[src/verilog/ddr_sim_defs.svh]
/* DDR3 model constants */

`ifndef DDR_SIM_DEFS_SVH
`define DDR_SIM_DEFS_SVH

////////////////////////////////////////////////////////////
// Data and address widths
`define DDR_WID             64
`define DDR_ROW             8
`define DDR_BAK             3
`define DDR_COL             4
`define DDR_ADDR_W          (`DDR_ROW + `DDR_BAK + `DDR_COL)

////////////////////////////////////////////////////////////
// Access latency, issue to array
`define DDR_LATENCY         8

////////////////////////////////////////////////////////////
// Timing rules in clock cycles

// Bank busy time for a row change, timer width to hold it
`define DDR_SAME_BANK       21
`define DDR_BANK_TMR_W      5

// Refresh period and its blocked window at the start
`define DDR_REFRESH_PERIOD  1254
`define DDR_REFRESH_WIN     93

`define DDR_GROUP_GAP       2

// Issue pacing, 12 slots of every 16
`define DDR_PACE_PERIOD     16
`define DDR_PACE_ISSUE      12

`define DDR_FIFO_DEPTH      4

`endif

[src/verilog/ddr_req_pkg.sv]
/* DDR request types */

`include "ddr_sim_defs.svh"

package ddr_req_pkg;

    ////////////////////////////////////////////////////////////
    // Operation code
    typedef enum logic
    {
        op_write = 1'b0,
        op_read  = 1'b1
    } ddr_op_t;

    ////////////////////////////////////////////////////////////
    // Address, flattened it is also the array index
    typedef struct packed
    {
        logic [`DDR_ROW-1:0] row;
        logic [`DDR_BAK-1:0] bank;
        logic [`DDR_COL-1:0] col;
    } ddr_addr_t;

    ////////////////////////////////////////////////////////////
    // Full request as carried through queue and pipeline
    typedef struct packed
    {
        ddr_op_t             op;
        ddr_addr_t           addr;
        // Ignored on reads
        logic [`DDR_WID-1:0] wdata;
    } ddr_req_t;

endpackage

[src/verilog/ddr_timing_pkg.sv]
/* DDR timing state types */

`include "ddr_sim_defs.svh"

package ddr_timing_pkg;

    // Position inside the refresh period
    typedef enum logic
    {
        rfsh_window = 1'b0,
        rfsh_open   = 1'b1
    } rfsh_phase_t;

    ////////////////////////////////////////////////////////////
    // Per bank state
    typedef struct packed
    {
        logic [`DDR_ROW-1:0]        open_row;
        // Zero means bank idle, any row may be opened
        logic [`DDR_BANK_TMR_W-1:0] busy_cnt;
    } bank_state_t;

endpackage
[src/verilog/ddr_admit_ctrl.sv]
/* DDR request admission control */

`timescale 1ns/1ps
`include "ddr_sim_defs.svh"

module ddr_admit_ctrl
(
    input  logic                  clk,
    input  logic                  rst,
    input  logic                  req,
    input  ddr_req_pkg::ddr_req_t req_info,
    input  logic                  fifo_full,
    output logic                  ack
);
    import ddr_req_pkg::*;
    import ddr_timing_pkg::*;

    localparam int NUM_BANK = 1 << `DDR_BAK;
    localparam int BAK_W    = `DDR_BAK;
    localparam int RFSH_W   = $clog2(`DDR_REFRESH_PERIOD);
    localparam int GRP_W    = $clog2(`DDR_GROUP_GAP + 1);
    localparam logic [`DDR_BANK_TMR_W-1:0] SAME_BANK_LD = `DDR_SAME_BANK;

    logic [RFSH_W-1:0]   rfsh_cnt;
    rfsh_phase_t         rfsh_phase;
    bank_state_t         bank_st [NUM_BANK];
    logic [`DDR_BAK-1:0] last_bank;
    ddr_op_t             last_op;
    logic [1:0]          space_cnt;
    logic [GRP_W-1:0]    group_cnt [2];

    logic [`DDR_BAK-1:0] req_bank;
    logic                req_group;
    logic                bank_idle;
    logic                row_hit;
    logic                group_block;
    logic                timer_run;

    ////////////////////////////////////////////////////////////
    // Refresh period counter
    always_ff @(posedge clk)
    begin
        if (rst)
            rfsh_cnt <= '0;
        else if (rfsh_cnt == RFSH_W'(`DDR_REFRESH_PERIOD - 1))
            rfsh_cnt <= '0;
        else
            rfsh_cnt <= rfsh_cnt + 1'b1;
    end

    assign rfsh_phase = (rfsh_cnt < RFSH_W'(`DDR_REFRESH_WIN)) ? rfsh_window : rfsh_open;

    ////////////////////////////////////////////////////////////
    // Admission decision
    assign req_bank    = req_info.addr.bank;
    // Group is the low bank bit
    assign req_group   = req_bank[0];
    assign bank_idle   = (bank_st[req_bank].busy_cnt == '0);
    assign row_hit     = (bank_st[req_bank].open_row == req_info.addr.row);
    assign group_block = (group_cnt[req_group] != '0);

    assign ack = req && !fifo_full && (rfsh_phase == rfsh_open)
                 && (bank_idle || row_hit) && !group_block;

    ////////////////////////////////////////////////////////////
    // Command spacing on bank switch
    always_ff @(posedge clk)
    begin
        if (rst)
        begin
            last_bank <= '0;
            last_op   <= op_write;
            space_cnt <= '0;
        end
        else
        begin
            if (ack)
            begin
                last_bank <= req_bank;
                last_op   <= req_info.op;
            end
            // Read/write turnaround costs one more slot
            if (ack && (req_bank != last_bank))
                space_cnt <= (req_info.op != last_op) ? 2'd2 : 2'd1;
            else if (space_cnt != '0)
                space_cnt <= space_cnt - 1'b1;
        end
    end

    ////////////////////////////////////////////////////////////
    // Bank group spacing with one counter per group
    always_ff @(posedge clk)
    begin
        if (rst)
        begin
            group_cnt[0] <= '0;
            group_cnt[1] <= '0;
        end
        else
        begin
            for (int g = 0; g < 2; g++)
            begin
                if (ack && (req_group == 1'(g)))
                    group_cnt[g] <= GRP_W'(`DDR_GROUP_GAP);
                else if (group_cnt[g] != '0)
                    group_cnt[g] <= group_cnt[g] - 1'b1;
            end
        end
    end

    ////////////////////////////////////////////////////////////
    // Bank timers and open rows

    // Timers hold during refresh and while spacing is pending
    assign timer_run = (rfsh_phase == rfsh_open) && (space_cnt == '0);

    always_ff @(posedge clk)
    begin
        if (rst)
        begin
            for (int b = 0; b < NUM_BANK; b++)
                bank_st[b] <= '0;
        end
        else
        begin
            for (int b = 0; b < NUM_BANK; b++)
            begin
                if (ack && (req_bank == BAK_W'(b)))
                begin
                    bank_st[b].busy_cnt <= SAME_BANK_LD;
                    bank_st[b].open_row <= req_info.addr.row;
                end
                else if (timer_run && (bank_st[b].busy_cnt != '0))
                    bank_st[b].busy_cnt <= bank_st[b].busy_cnt - 1'b1;
            end
        end
    end

    ////////////////////////////////////////////////////////////
    // Checks

    // No back-to-back acks to one bank group
    a_group_gap: assert property (@(posedge clk) disable iff (rst)
        ack |=> !(ack && (req_group == $past(req_group))));

    // A bank just acked cannot switch rows in the next cycle
    a_row_busy: assert property (@(posedge clk) disable iff (rst)
        ack |=> !(ack && (req_bank == $past(req_bank))
                  && (req_info.addr.row != $past(req_info.addr.row))));

endmodule

[config.mk]
export PLATFORM = sky130hd
export DESIGN_NAME = ddr_admit_ctrl
export DESIGN_NICKNAME = d
export VERILOG_FILES = /design/src/verilog/ddr_req_pkg.sv /design/src/verilog/ddr_timing_pkg.sv /design/src/verilog/ddr_admit_ctrl.sv
export VERILOG_INCLUDE_DIRS = /design/src /design/src/verilog
export SDC_FILE = /design/constraint.sdc
export NUM_CORES = 1
export LEC_CHECK = 0
export ABC_AREA = 1
export BUFFER_PORTS_ARGS = -buffer_cell sky130_fd_sc_hd__buf_2
export CELL_PAD_IN_SITES_DETAIL_PLACEMENT = 1
export CELL_PAD_IN_SITES_GLOBAL_PLACEMENT = 1
export CORE_MARGIN = 4
export CORE_UTILIZATION = 40
export CTS_CLUSTER_SIZE = 8
export DETAILED_ROUTE_END_ITERATION = 8
export GPL_TIMING_DRIVEN = 0
export MAX_ROUTING_LAYER = met4
export PLACE_DENSITY = 0.71
export SLEW_MARGIN = 20
export SYNTH_ARGS = -nofsm -noshare
export SYNTH_HDL_FRONTEND = slang
export SYNTH_SLANG_ARGS = --single-unit
[constraint.sdc]
create_clock -name clk -period 3.2 [get_ports clk]
set_input_delay 0.64 -clock clk [delete_from_list [all_inputs] [get_ports clk]]
set_output_delay 0.64 -clock clk [all_outputs]
set_load 0.005 [all_outputs]
==> results of run 1 <==
-- per-layer routing --
metal	part of all wire	wire length, um	up-vias	global-route usage
met2	0.51	10100	140	0.386
met5	0	0	-	-
met1	0.42	8250	2815	0.266
li1	-	-	2693	-
met4	0.021	413	0	0.0782
met3	0.051	1010	36	0.0438
-- cell type report --
cell class	instances	area, um2	share of cell area
sequential	125	3580	0.459
multi-input combinational	542	2630	0.337
clock buffer	17	425	0.0545
inverter	99	377	0.0482
tap	220	275	0.0352
clock inverter	15	218	0.0279
buffer	28	183	0.0234
timing repair buffer	20	115	0.0147
-- path summary, 6_finish.rpt --
kind / startpoint / cells after the start / to / slack [ns]
worst max register to register: bank_st[2][0]$_SDFFCE_PN0P_ / 9 / bank_st[0][7]$_SDFFCE_PN0P_ / 0.26
worst min-delay path: last_bank[0]$_SDFFE_PP0N_ / 2 / last_bank[0]$_SDFFE_PP0N_ / 0.48
worst min register to register: last_bank[0]$_SDFFE_PP0N_ / 2 / last_bank[0]$_SDFFE_PP0N_ / 0.48
worst max-delay path: req_info[69] / 15 / ack / 0.09
-- Yosys cell counts --
library cell / instances / area, um2
nand4_1: 27 / 169
nor4_1: 1 / 6.26
xor2_1: 6 / 52.6
nor2_1: 103 / 387
ha_1: 13 / 163
nand2_1: 239 / 897
o21ai_1: 1 / 5.00
inv_2: 2 / 7.51
or2_2: 5 / 31.3
xnor2_1: 11 / 96.3
a31oi_1: 7 / 43.8
buf_6: 2 / 22.5
buf_4: 2 / 15.0
o21ai_0: 18 / 90.1
edfxtp_1: 108 / 3240
o21a_1: 2 / 15.0
inv_1: 97 / 364
nor3_1: 14 / 70.1
dfxtp_1: 17 / 340
nor2_4: 2 / 22.5
nor3b_1: 1 / 7.51
clkbuf_1: 10 / 37.5
o22a_1: 1 / 8.76
nand3_2: 2 / 20.0
a21boi_2: 1 / 11.3
nand3_1: 53 / 265
buf_1: 1 / 3.75
nand4_2: 5 / 62.6
nor2_2: 1 / 6.26
buf_2: 13 / 65.1
a21oi_1: 22 / 110
nor3_4: 1 / 16.3
o41ai_1: 1 / 8.76
nand3b_1: 2 / 15.0
nand2_4: 1 / 11.3
and3_1: 2 / 12.5
-- registers in the layout, summed over array words and instances (netlist names) --
name / flops
bank_st: 104
rfsh_cnt: 11
group_cnt: 4
last_bank: 3
space_cnt: 2
last_op: 1
-- through the flow --
step                cell area, um2  setup TNS (ns)  utilization  hold WS, ns  worst slack [ns]
finish                        7810               0        0.473        0.479            0.0893
global route                  7810               0        0.473        0.504            0.0101
CTS                           7740               0        0.468        0.476            0.0220
detailed placement            7050          -48.64        0.427        0.476            -0.719
global placement              7050          -40.17        0.427        0.457            -0.649
floorplan                     6700               0            -        0.445             0.475
-- where the power goes --
group / internal, mW / switching (mW) / leakage [nW]
combinational: 0.173 / 0.360 / 1.94
sequential: 1.89 / 0.0587 / 1.19
clock: 1.38 / 0.744 / 0.309
total: 3.44 / 1.16 / 3.44
-- worst max-delay path, delay by kind of cell --
| family | cells | cell delay (ns) |
|---|---|---|
| AO/OA/AOI/OAI | 1 | 0.18 |
| buffers and inverters | 5 | 0.85 |
| AND/OR/NAND/NOR | 9 | 0.81 |
-- logic make-up after synthesis --
| family | Yosys count |
|---|---|
| AND/OR/NAND/NOR | 459 |
| flip-flops | 125 |
| adder cells (fa/ha/maj) | 13 |
| AO/OA/AOI/OAI | 53 |
| buffers and inverters | 127 |
| XOR/XNOR | 17 |
-- repair_timing --
item / in CTS / in global routing
endpoints found under the setup margin: 47 / 52
setup buffers: 2 / 4
pin swaps: 2 / 3
resized for setup: 12 / 13
hold endpoints to repair: 0 / 0
==> impl_metrics.env, run 1 <==
export IMPL_diodes=0
export IMPL_synth_compound_area_frac=0.0437
export IMPL_max_stage_delay_ns=0.24
export IMPL_peakVddDrop_uv=349
export IMPL_powerDensity_nw_per_um2=590
export IMPL_yosys_area_share_simple=0.298
export IMPL_vias=5684
export IMPL_clock_sinks=125
export IMPL_synthAdderAreaFrac=0.0243
export IMPL_crit_top_cell="nand2_1"
export IMPL_clk_pin_slew_worst_paths_ns=0.06
export IMPL_power_total_mw=4.61
export IMPL_hold_path_class="reg2reg"
export IMPL_drive_above_1_share=0.113
export IMPL_ant_nets=0
export IMPL_start_kind="input port"
export IMPL_slowest_stage="buf_4"
export IMPL_worst_pin_slew_ns=0.903
export IMPL_fp_row_count=47
export IMPL_grt_start_max_net_pins=17
export IMPL_status="completed"
export IMPL_syn_to_final_growth_pct=16.5
export IMPL_post_route_drc_count=0
export IMPL_coreArea_um2=16500
export IMPL_cts_buffer_depth=2
export IMPL_slew_limit_headroom=0.398
export IMPL_path_max_fanout=10
export IMPL_die_width_um=137
export IMPL_antenna_found_initial=0
export IMPL_synth_nets=891
export IMPL_worstPathRequired_ns=2.56
export IMPL_synthCells=794
export IMPL_viasPerCell=5.33
export IMPL_track_usage=0.226
export IMPL_synth_seq_cells=125
export IMPL_final_net_count=930
export IMPL_most_common_layout_cells="nand2_1 (236), edfxtp_1 (108), nor2_1 (101)"
export IMPL_final_common_cell="nand2_1"
export IMPL_cts_made_buffers=17
export IMPL_die_h_um=137
export IMPL_muxShareOfSynthArea=0
export IMPL_clock_latency_ns=0.43
export IMPL_io_pins=85
export IMPL_root_buffer="clkbuf_16"
export IMPL_worstSetupPathType="in2out"
export IMPL_max_freq_mhz=321
export IMPL_slew_viol_final=0
export IMPL_grt_pass1_vias=5938
export IMPL_cp_arrival_ns=2.47
export IMPL_period_minus_slack_ns=3.11
export IMPL_grt_pass1_wl_um=30900
export IMPL_drtIter0Drc=382
export IMPL_synth_top_family_by_area="simple AND/OR/NAND/NOR gates"
export IMPL_final_cells=1066
export IMPL_routedWlPerCell_um=18.5
export IMPL_cts_tree="built"
export IMPL_netlist_area_um2=6700
export IMPL_syn_area_per_cell_um2=8.44
export IMPL_synth_xor_area_frac=0.0222
export IMPL_initial_core_util=0.406
export IMPL_portBuffers=14
export IMPL_final_hold_viol_count=0
export IMPL_first_pass_iters=6
export IMPL_yosys_warnings=0
export IMPL_clock_skew_ns=0.00736
export IMPL_gp_congestion=0.869
export IMPL_final_period_utilization=0.972
export IMPL_max_cap_viol_count=0
export IMPL_setup_viol=0
export IMPL_dp_cells=1028
export IMPL_rsz0062_at_grt="false"
export IMPL_path_cells="clkbuf_4 > inv_4 > buf_4 > nand2_1 > nand2_1 > nand2_1 > nand2_1 > nand2_1 > nand2_1 > nand2_1 > nor2_2 > nand2_2 > a21boi_4 > buf_6 > buf_2"
export IMPL_yosysSeqAreaShare=0.535
export IMPL_dpl_hpwl_um=13900
export IMPL_fill_cells=1960
export IMPL_p_leak_nw=3.44
export IMPL_dieArea_um2=18900
export IMPL_gr_total_overflow=0
export IMPL_synth_cell_types=36
export IMPL_postCtsHoldBufs=0
export IMPL_htree_levels=4
export IMPL_drt_wl_total_um=19700
export IMPL_critPathCaptureType="output port"
Power figures use the tool's default switching activity.
==> inputs of run 2 (changes only) <==
--- a/config.mk
+++ b/config.mk
@@ -16,7 +16,8 @@
 export DETAILED_ROUTE_END_ITERATION = 8
 export GPL_TIMING_DRIVEN = 0
 export MAX_ROUTING_LAYER = met4
-export PLACE_DENSITY = 0.71
+export PLACE_DENSITY_LB_ADDON = 0.1
+export SKIP_LAST_GASP = 1
 export SLEW_MARGIN = 20
 export SYNTH_ARGS = -nofsm -noshare
 export SYNTH_HDL_FRONTEND = slang
==> impl_metrics.env, run 2 (synthesized netlist as in run 1, its figures left out) <==
export IMPL_portBuffers=14
export IMPL_finish_instance_area_um2=7720
export IMPL_rsz0062_at_grt="true"
export IMPL_dp_cells=1028
export IMPL_period_minus_slack_ns=3.16
export IMPL_final_net_count=928
export IMPL_p_leak_nw=3.41
export IMPL_cp_arrival_ns=2.52
export IMPL_fp_row_count=47
export IMPL_io_pins=85
export IMPL_die_h_um=137
export IMPL_antenna_found_initial=0
export IMPL_worstRegToRegCells=9
export IMPL_routedWlPerCell_um=18.6
export IMPL_gp_congestion=0.793
export IMPL_dieArea_um2=18900
export IMPL_final_cells=1064
export IMPL_largestRegisters="bank_st: 104 flops, rfsh_cnt: 11 flops, group_cnt: 4 flops"
export IMPL_reg2reg_to="bank_st[0][12]$_SDFFCE_PN0P_"
export IMPL_reg2reg_slack_ns=0.33
export IMPL_root_buffer="clkbuf_16"
export IMPL_dpl_hpwl_um=14000
export IMPL_grt_start_max_net_pins=17
export IMPL_critPathCaptureType="output port"
export IMPL_diodes=0
export IMPL_htree_levels=4
export IMPL_post_route_drc_count=0
export IMPL_gr_total_overflow=0
export IMPL_largest_register_ffs=104
export IMPL_setup_viol=0
export IMPL_drive_above_1_share=0.108
export IMPL_peakVddDrop_uv=405
export IMPL_final_common_cell="nand2_1"
export IMPL_final_hold_viol_count=0
export IMPL_slew_viol_final=0
export IMPL_min_delay_start="rfsh_cnt[0]$_SDFF_PP0_"
export IMPL_vias=5653
export IMPL_max_cap_viol_count=0
export IMPL_worstSetupPathType="in2out"
export IMPL_drt_wl_total_um=19800
export IMPL_worst_hold_path_endpoint="rfsh_cnt[0]$_SDFF_PP0_"
export IMPL_track_usage=0.228
export IMPL_regMostFlops="bank_st"
export IMPL_hold_path_class="reg2reg"
export IMPL_worst_pin_slew_ns=0.867
export IMPL_viasPerCell=5.31
export IMPL_grt_pass1_vias=5998
export IMPL_place_area_um2=7050
export IMPL_powerDensity_nw_per_um2=570
export IMPL_final_period_utilization=0.986
export IMPL_path_max_fanout=10
export IMPL_initial_core_util=0.406
export IMPL_hold_path_cell_count=1
export IMPL_status="completed"
export IMPL_first_pass_iters=4
export IMPL_cts_buffer_depth=2
export IMPL_max_freq_mhz=317
export IMPL_start_kind="input port"
export IMPL_post_route_util=0.467
export IMPL_r2r_start="bank_st[3][0]$_SDFFCE_PN0P_"
export IMPL_postCtsHoldBufs=0
export IMPL_grt_pass1_wl_um=31500
export IMPL_clock_sinks=125
export IMPL_clock_latency_ns=0.42
export IMPL_most_common_layout_cells="nand2_1 (236), edfxtp_1 (108), nor2_1 (103)"
export IMPL_worstPathRequired_ns=2.56
export IMPL_cts_tree="built"
export IMPL_die_width_um=137
export IMPL_drtIter0Drc=313
export IMPL_clock_skew_ns=0.00757
export IMPL_ant_nets=0
export IMPL_coreArea_um2=16500
export IMPL_slew_limit_headroom=0.422
export IMPL_clk_pin_slew_worst_paths_ns=0.05
export IMPL_cts_made_buffers=17
export IMPL_syn_to_final_growth_pct=15.2
-- run 2: cell count changes in the layout (fill, tap and decap cells not counted), sizes merged --
| cell | change |
|---|---|
| bufinv | -2 |
| clkbuf | -2 |
| clkinv | +5 |
| clkinvlp | -1 |
| inv | -2 |
-- run 2: per-stage QoR --
step                setup slack (ns)  hold slack, ns  TNS [ns]  power (mW)
global placement              -0.666           0.458    -38.78        2.44
finish                        0.0440           0.474         0        4.40
floorplan                      0.475           0.445         0        2.32
detailed placement            -0.745           0.471    -47.33        2.50
global route                 -0.0872           0.489   -0.0872        4.59
CTS                           0.0376           0.468         0        4.42
-- run 2: timing repair --
item	CTS	global route
hold endpoints to repair	0	0
buffers inserted	1	3
pin swaps	1	1
gates resized for setup	12	9
setup endpoints to repair	52	30
-- run 2: routing by layer --
metal	global-route usage	vias up	part of all wire
met2	0.385	86	0.51
met1	0.282	2851	0.44
met5	-	-	0
met3	0.0351	30	0.031
met4	0.0759	0	0.017
li1	-	2686	-
-- run 2: power breakdown --
part	switching, mW	internal (mW)	leakage [nW]
registers	0.0560	1.89	1.19
logic	0.352	0.172	1.93
clock network	0.720	1.21	0.291
-- run 2: final cells by class --
type,count,area [um2]
buffer,28,176
clock inverter,15,154
timing repair buffer,18,100
tap,220,275
fill,1974,8800
multi-input combinational,542,2630
sequential,125,3580
inverter,99,372
clock buffer,17,425
-- run 2: worst max-delay path by stage --
stage / slack, ns / from / end / cells after the start
2_1_floorplan: 0.47 / req_info[69] / bank_st[6][0]$_SDFFCE_PP0P_ / 16
3_3_place_gp: -0.67 / req_info[69] / bank_st[7][1]$_SDFFCE_PP0P_ / 16
3_5_place_dp: -0.74 / req_info[69] / bank_st[7][3]$_SDFFCE_PP0P_ / 16
4_1_cts: 0.04 / req_info[68] / ack / 17
5_1_grt: -0.09 / req_info[69] / ack / 15
6_report: 0.04 / req_info[69] / ack / 15
-- run 2: worst max-delay path, stage by stage --
cell and delay, ns:
buf_2 0.20, inv_2 0.15, nor2_4 0.23, nand2_1 0.08, nand2_1 0.07, nor2_1 0.04
nand2_1 0.07, nand3_1 0.07, nand2_1 0.09, nand2_1 0.11, nor2_1 0.11, nand2_1 0.14
a21boi_2 0.22, buf_6 0.17, buf_2 0.12
==> inputs of run 3 (changes only) <==
--- a/config.mk
+++ b/config.mk
@@ -7,13 +7,13 @@
 export NUM_CORES = 1
 export LEC_CHECK = 0
 export ABC_AREA = 1
-export BUFFER_PORTS_ARGS = -buffer_cell sky130_fd_sc_hd__buf_2
 export CELL_PAD_IN_SITES_DETAIL_PLACEMENT = 1
 export CELL_PAD_IN_SITES_GLOBAL_PLACEMENT = 1
 export CORE_MARGIN = 4
 export CORE_UTILIZATION = 40
 export CTS_CLUSTER_SIZE = 8
 export DETAILED_ROUTE_END_ITERATION = 8
+export DONT_BUFFER_PORTS = 1
 export GPL_TIMING_DRIVEN = 0
 export MAX_ROUTING_LAYER = met4
 export PLACE_DENSITY_LB_ADDON = 0.1
@@ -22,3 +22,4 @@
 export SYNTH_ARGS = -nofsm -noshare
 export SYNTH_HDL_FRONTEND = slang
 export SYNTH_SLANG_ARGS = --single-unit
+export TNS_END_PERCENT = 5
==> constraint.sdc (replaced) <==
create_clock -name clk -period 2.65 [get_ports clk]
set_input_delay 0.53 -clock clk [delete_from_list [all_inputs] [get_ports clk]]
set_output_delay 0.53 -clock clk [all_outputs]
set_load 0.005 [all_outputs]
==> impl_metrics.env, run 3 (synthesized netlist as in run 1, its figures left out) <==
export IMPL_routedWlPerCell_um=18.8
export IMPL_start_kind="flop"
export IMPL_cp_arrival_ns=2.17
export IMPL_cts_buffer_depth=2
export IMPL_die_width_um=137
export IMPL_final_net_count=929
export IMPL_diodes=0
export IMPL_io_pins=85
export IMPL_p_leak_nw=3.44
export IMPL_clock_sinks=125
export IMPL_die_h_um=137
export IMPL_use_met3=0.0519
export IMPL_cts_tree="built"
export IMPL_gr_usage_met1=0.283
export IMPL_slew_limit_headroom=0.345
export IMPL_gp_congestion=0.790
export IMPL_htree_levels=4
export IMPL_p_sw_mw=1.32
export IMPL_root_buffer="clkbuf_16"
export IMPL_peakVddDrop_uv=459
export IMPL_worstSetupPathType="reg2out"
export IMPL_worstPathRequired_ns=2.12
export IMPL_cts_made_buffers=17
export IMPL_internal_power_mw=3.96
export IMPL_portBuffers=0
export IMPL_layout_setup_ws_ns=-0.0498
export IMPL_dp_cells=1014
export IMPL_drtIter0Drc=387
export IMPL_viasPerCell=5.21
export IMPL_coreArea_um2=16500
export IMPL_grt_use_met2=0.373
export IMPL_clkPwrFrac=0.434
export IMPL_reg2reg_slack_ns=0.03
export IMPL_failed_checks="setup timing"
export IMPL_clock_skew_ns=0.0106
export IMPL_final_period_utilization=1.02
export IMPL_gr_total_overflow=0
export IMPL_regMostFlops="bank_st"
export IMPL_vias=5550
export IMPL_slew_viol_final=0
export IMPL_clk_pin_slew_worst_paths_ns=0.05
export IMPL_dpl_hpwl_um=13400
export IMPL_first_pass_iters=5
export IMPL_dieArea_um2=18900
export IMPL_hold_path_class="in2reg"
export IMPL_path_max_fanout=5
export IMPL_largest_register_ffs=104
export IMPL_antenna_found_initial=0
export IMPL_powerDensity_nw_per_um2=672
export IMPL_drive_above_1_share=0.123
export IMPL_clock_latency_ns=0.43
export IMPL_final_hold_viol_count=0
export IMPL_grt_start_max_net_pins=17
export IMPL_setup_viol=1
export IMPL_postCtsHoldBufs=0
export IMPL_initial_core_util=0.406
export IMPL_worst_pin_slew_ns=0.983
export IMPL_pre_cts_ws_ns=-1.11
export IMPL_power_total_mw=5.28
export IMPL_largestRegisters="bank_st: 104 flops, rfsh_cnt: 11 flops, group_cnt: 4 flops"
export IMPL_most_common_layout_cells="nand2_1 (230), edfxtp_1 (108), nor2_1 (102)"
export IMPL_fp_row_count=47
export IMPL_p_sw_frac=0.250
export IMPL_power_frac_seq=0.445
export IMPL_grt_pass1_wl_um=31100
export IMPL_status="finished with violations"
export IMPL_ant_nets=0
export IMPL_drt_wl_total_um=20000
export IMPL_final_common_cell="nand2_1"
export IMPL_final_cells=1065
export IMPL_comb_power_share=0.120
export IMPL_post_route_drc_count=0
export IMPL_grt_pass1_vias=5795
export IMPL_track_usage=0.227
export IMPL_period_minus_slack_ns=2.70
export IMPL_rsz0062_at_grt="true"
export IMPL_syn_to_final_growth_pct=17.2
export IMPL_top_usage_layer="met2"
export IMPL_critPathCaptureType="output port"
export IMPL_max_freq_mhz=370
export IMPL_max_cap_viol_count=0
run 3: path summary, 6_finish.rpt:
check / depth (start not counted) / endpoint / from
worst min-delay path: 2 / last_op$_SDFFE_PP0N_ / req_info[79]
worst min register to register: 1 / rfsh_cnt[0]$_SDFF_PP0_ / rfsh_cnt[0]$_SDFF_PP0_
worst max register to register: 11 / bank_st[1][1]$_SDFFCE_PN0P_ / rfsh_cnt[3]$_SDFF_PP0_
worst max-delay path: 7 / ack / bank_st[7][0]$_SDFFCE_PP0P_
run 3: area by class of cell:
| type | count | area, um2 |
|---|---|---|
| Inverter | 99 | 377 |
| Fill cell | 1979 | 8670 |
| Clock buffer | 22 | 444 |
| Timing Repair Buffer | 19 | 153 |
| Buffer | 28 | 195 |
| Clock inverter | 10 | 121 |
| Multi-Input combinational cell | 542 | 2710 |
| Tap cell | 220 | 275 |
| Sequential cell | 125 | 3580 |
run 3: routing by layer:
| metal | wire [um] | vias to the layer above |
|---|---|---|
| li1 | - | 2682 |
| met1 | 8800 | 2722 |
| met2 | 9830 | 120 |
| met3 | 1080 | 26 |
| met4 | 328 | 0 |
| met5 | 0 | - |
run 3: what timing repair did:
item | in CTS | in global routing
hold endpoints to repair | 0 | 0
setup buffers | 11 | 7
resized for setup | 46 | 5
cloned | 1 | 0
setup endpoints to repair | 124 | 80
pin swaps | 9 | 7
run 3: worst max-delay path: stages, from the launching register on:
cell and delay [ns]:
edfxtp_1 0.42, nor3_2 0.25, nand3b_1 0.12, nand2_1 0.12, nand3_1 0.11, o22a_2 0.29
a21boi_4 0.26, buf_6 0.17
run 3: power by group through the flow:
stage	clock network [mW]	registers, mW	logic (mW)
2_1_floorplan	0	2.37	0.433
3_3_place_gp	0	2.38	0.558
3_5_place_dp	0	2.39	0.598
4_1_cts	2.32	2.35	0.632
5_1_grt	2.41	2.36	0.725
6_report	2.29	2.35	0.635
run 3: metrics by stage:
step,hold slack [ns],TNS (ns),utilization,instance area [um2]
final,0.250,-0.0498,0.476,7860
after global routing,0.270,-1.83,0.476,7860
after floorplan,0.445,0,-,6700
after detailed placement,0.474,-121.81,0.422,6980
after global placement,0.463,-111.66,0.422,6980
after CTS,0.245,0,0.471,7790
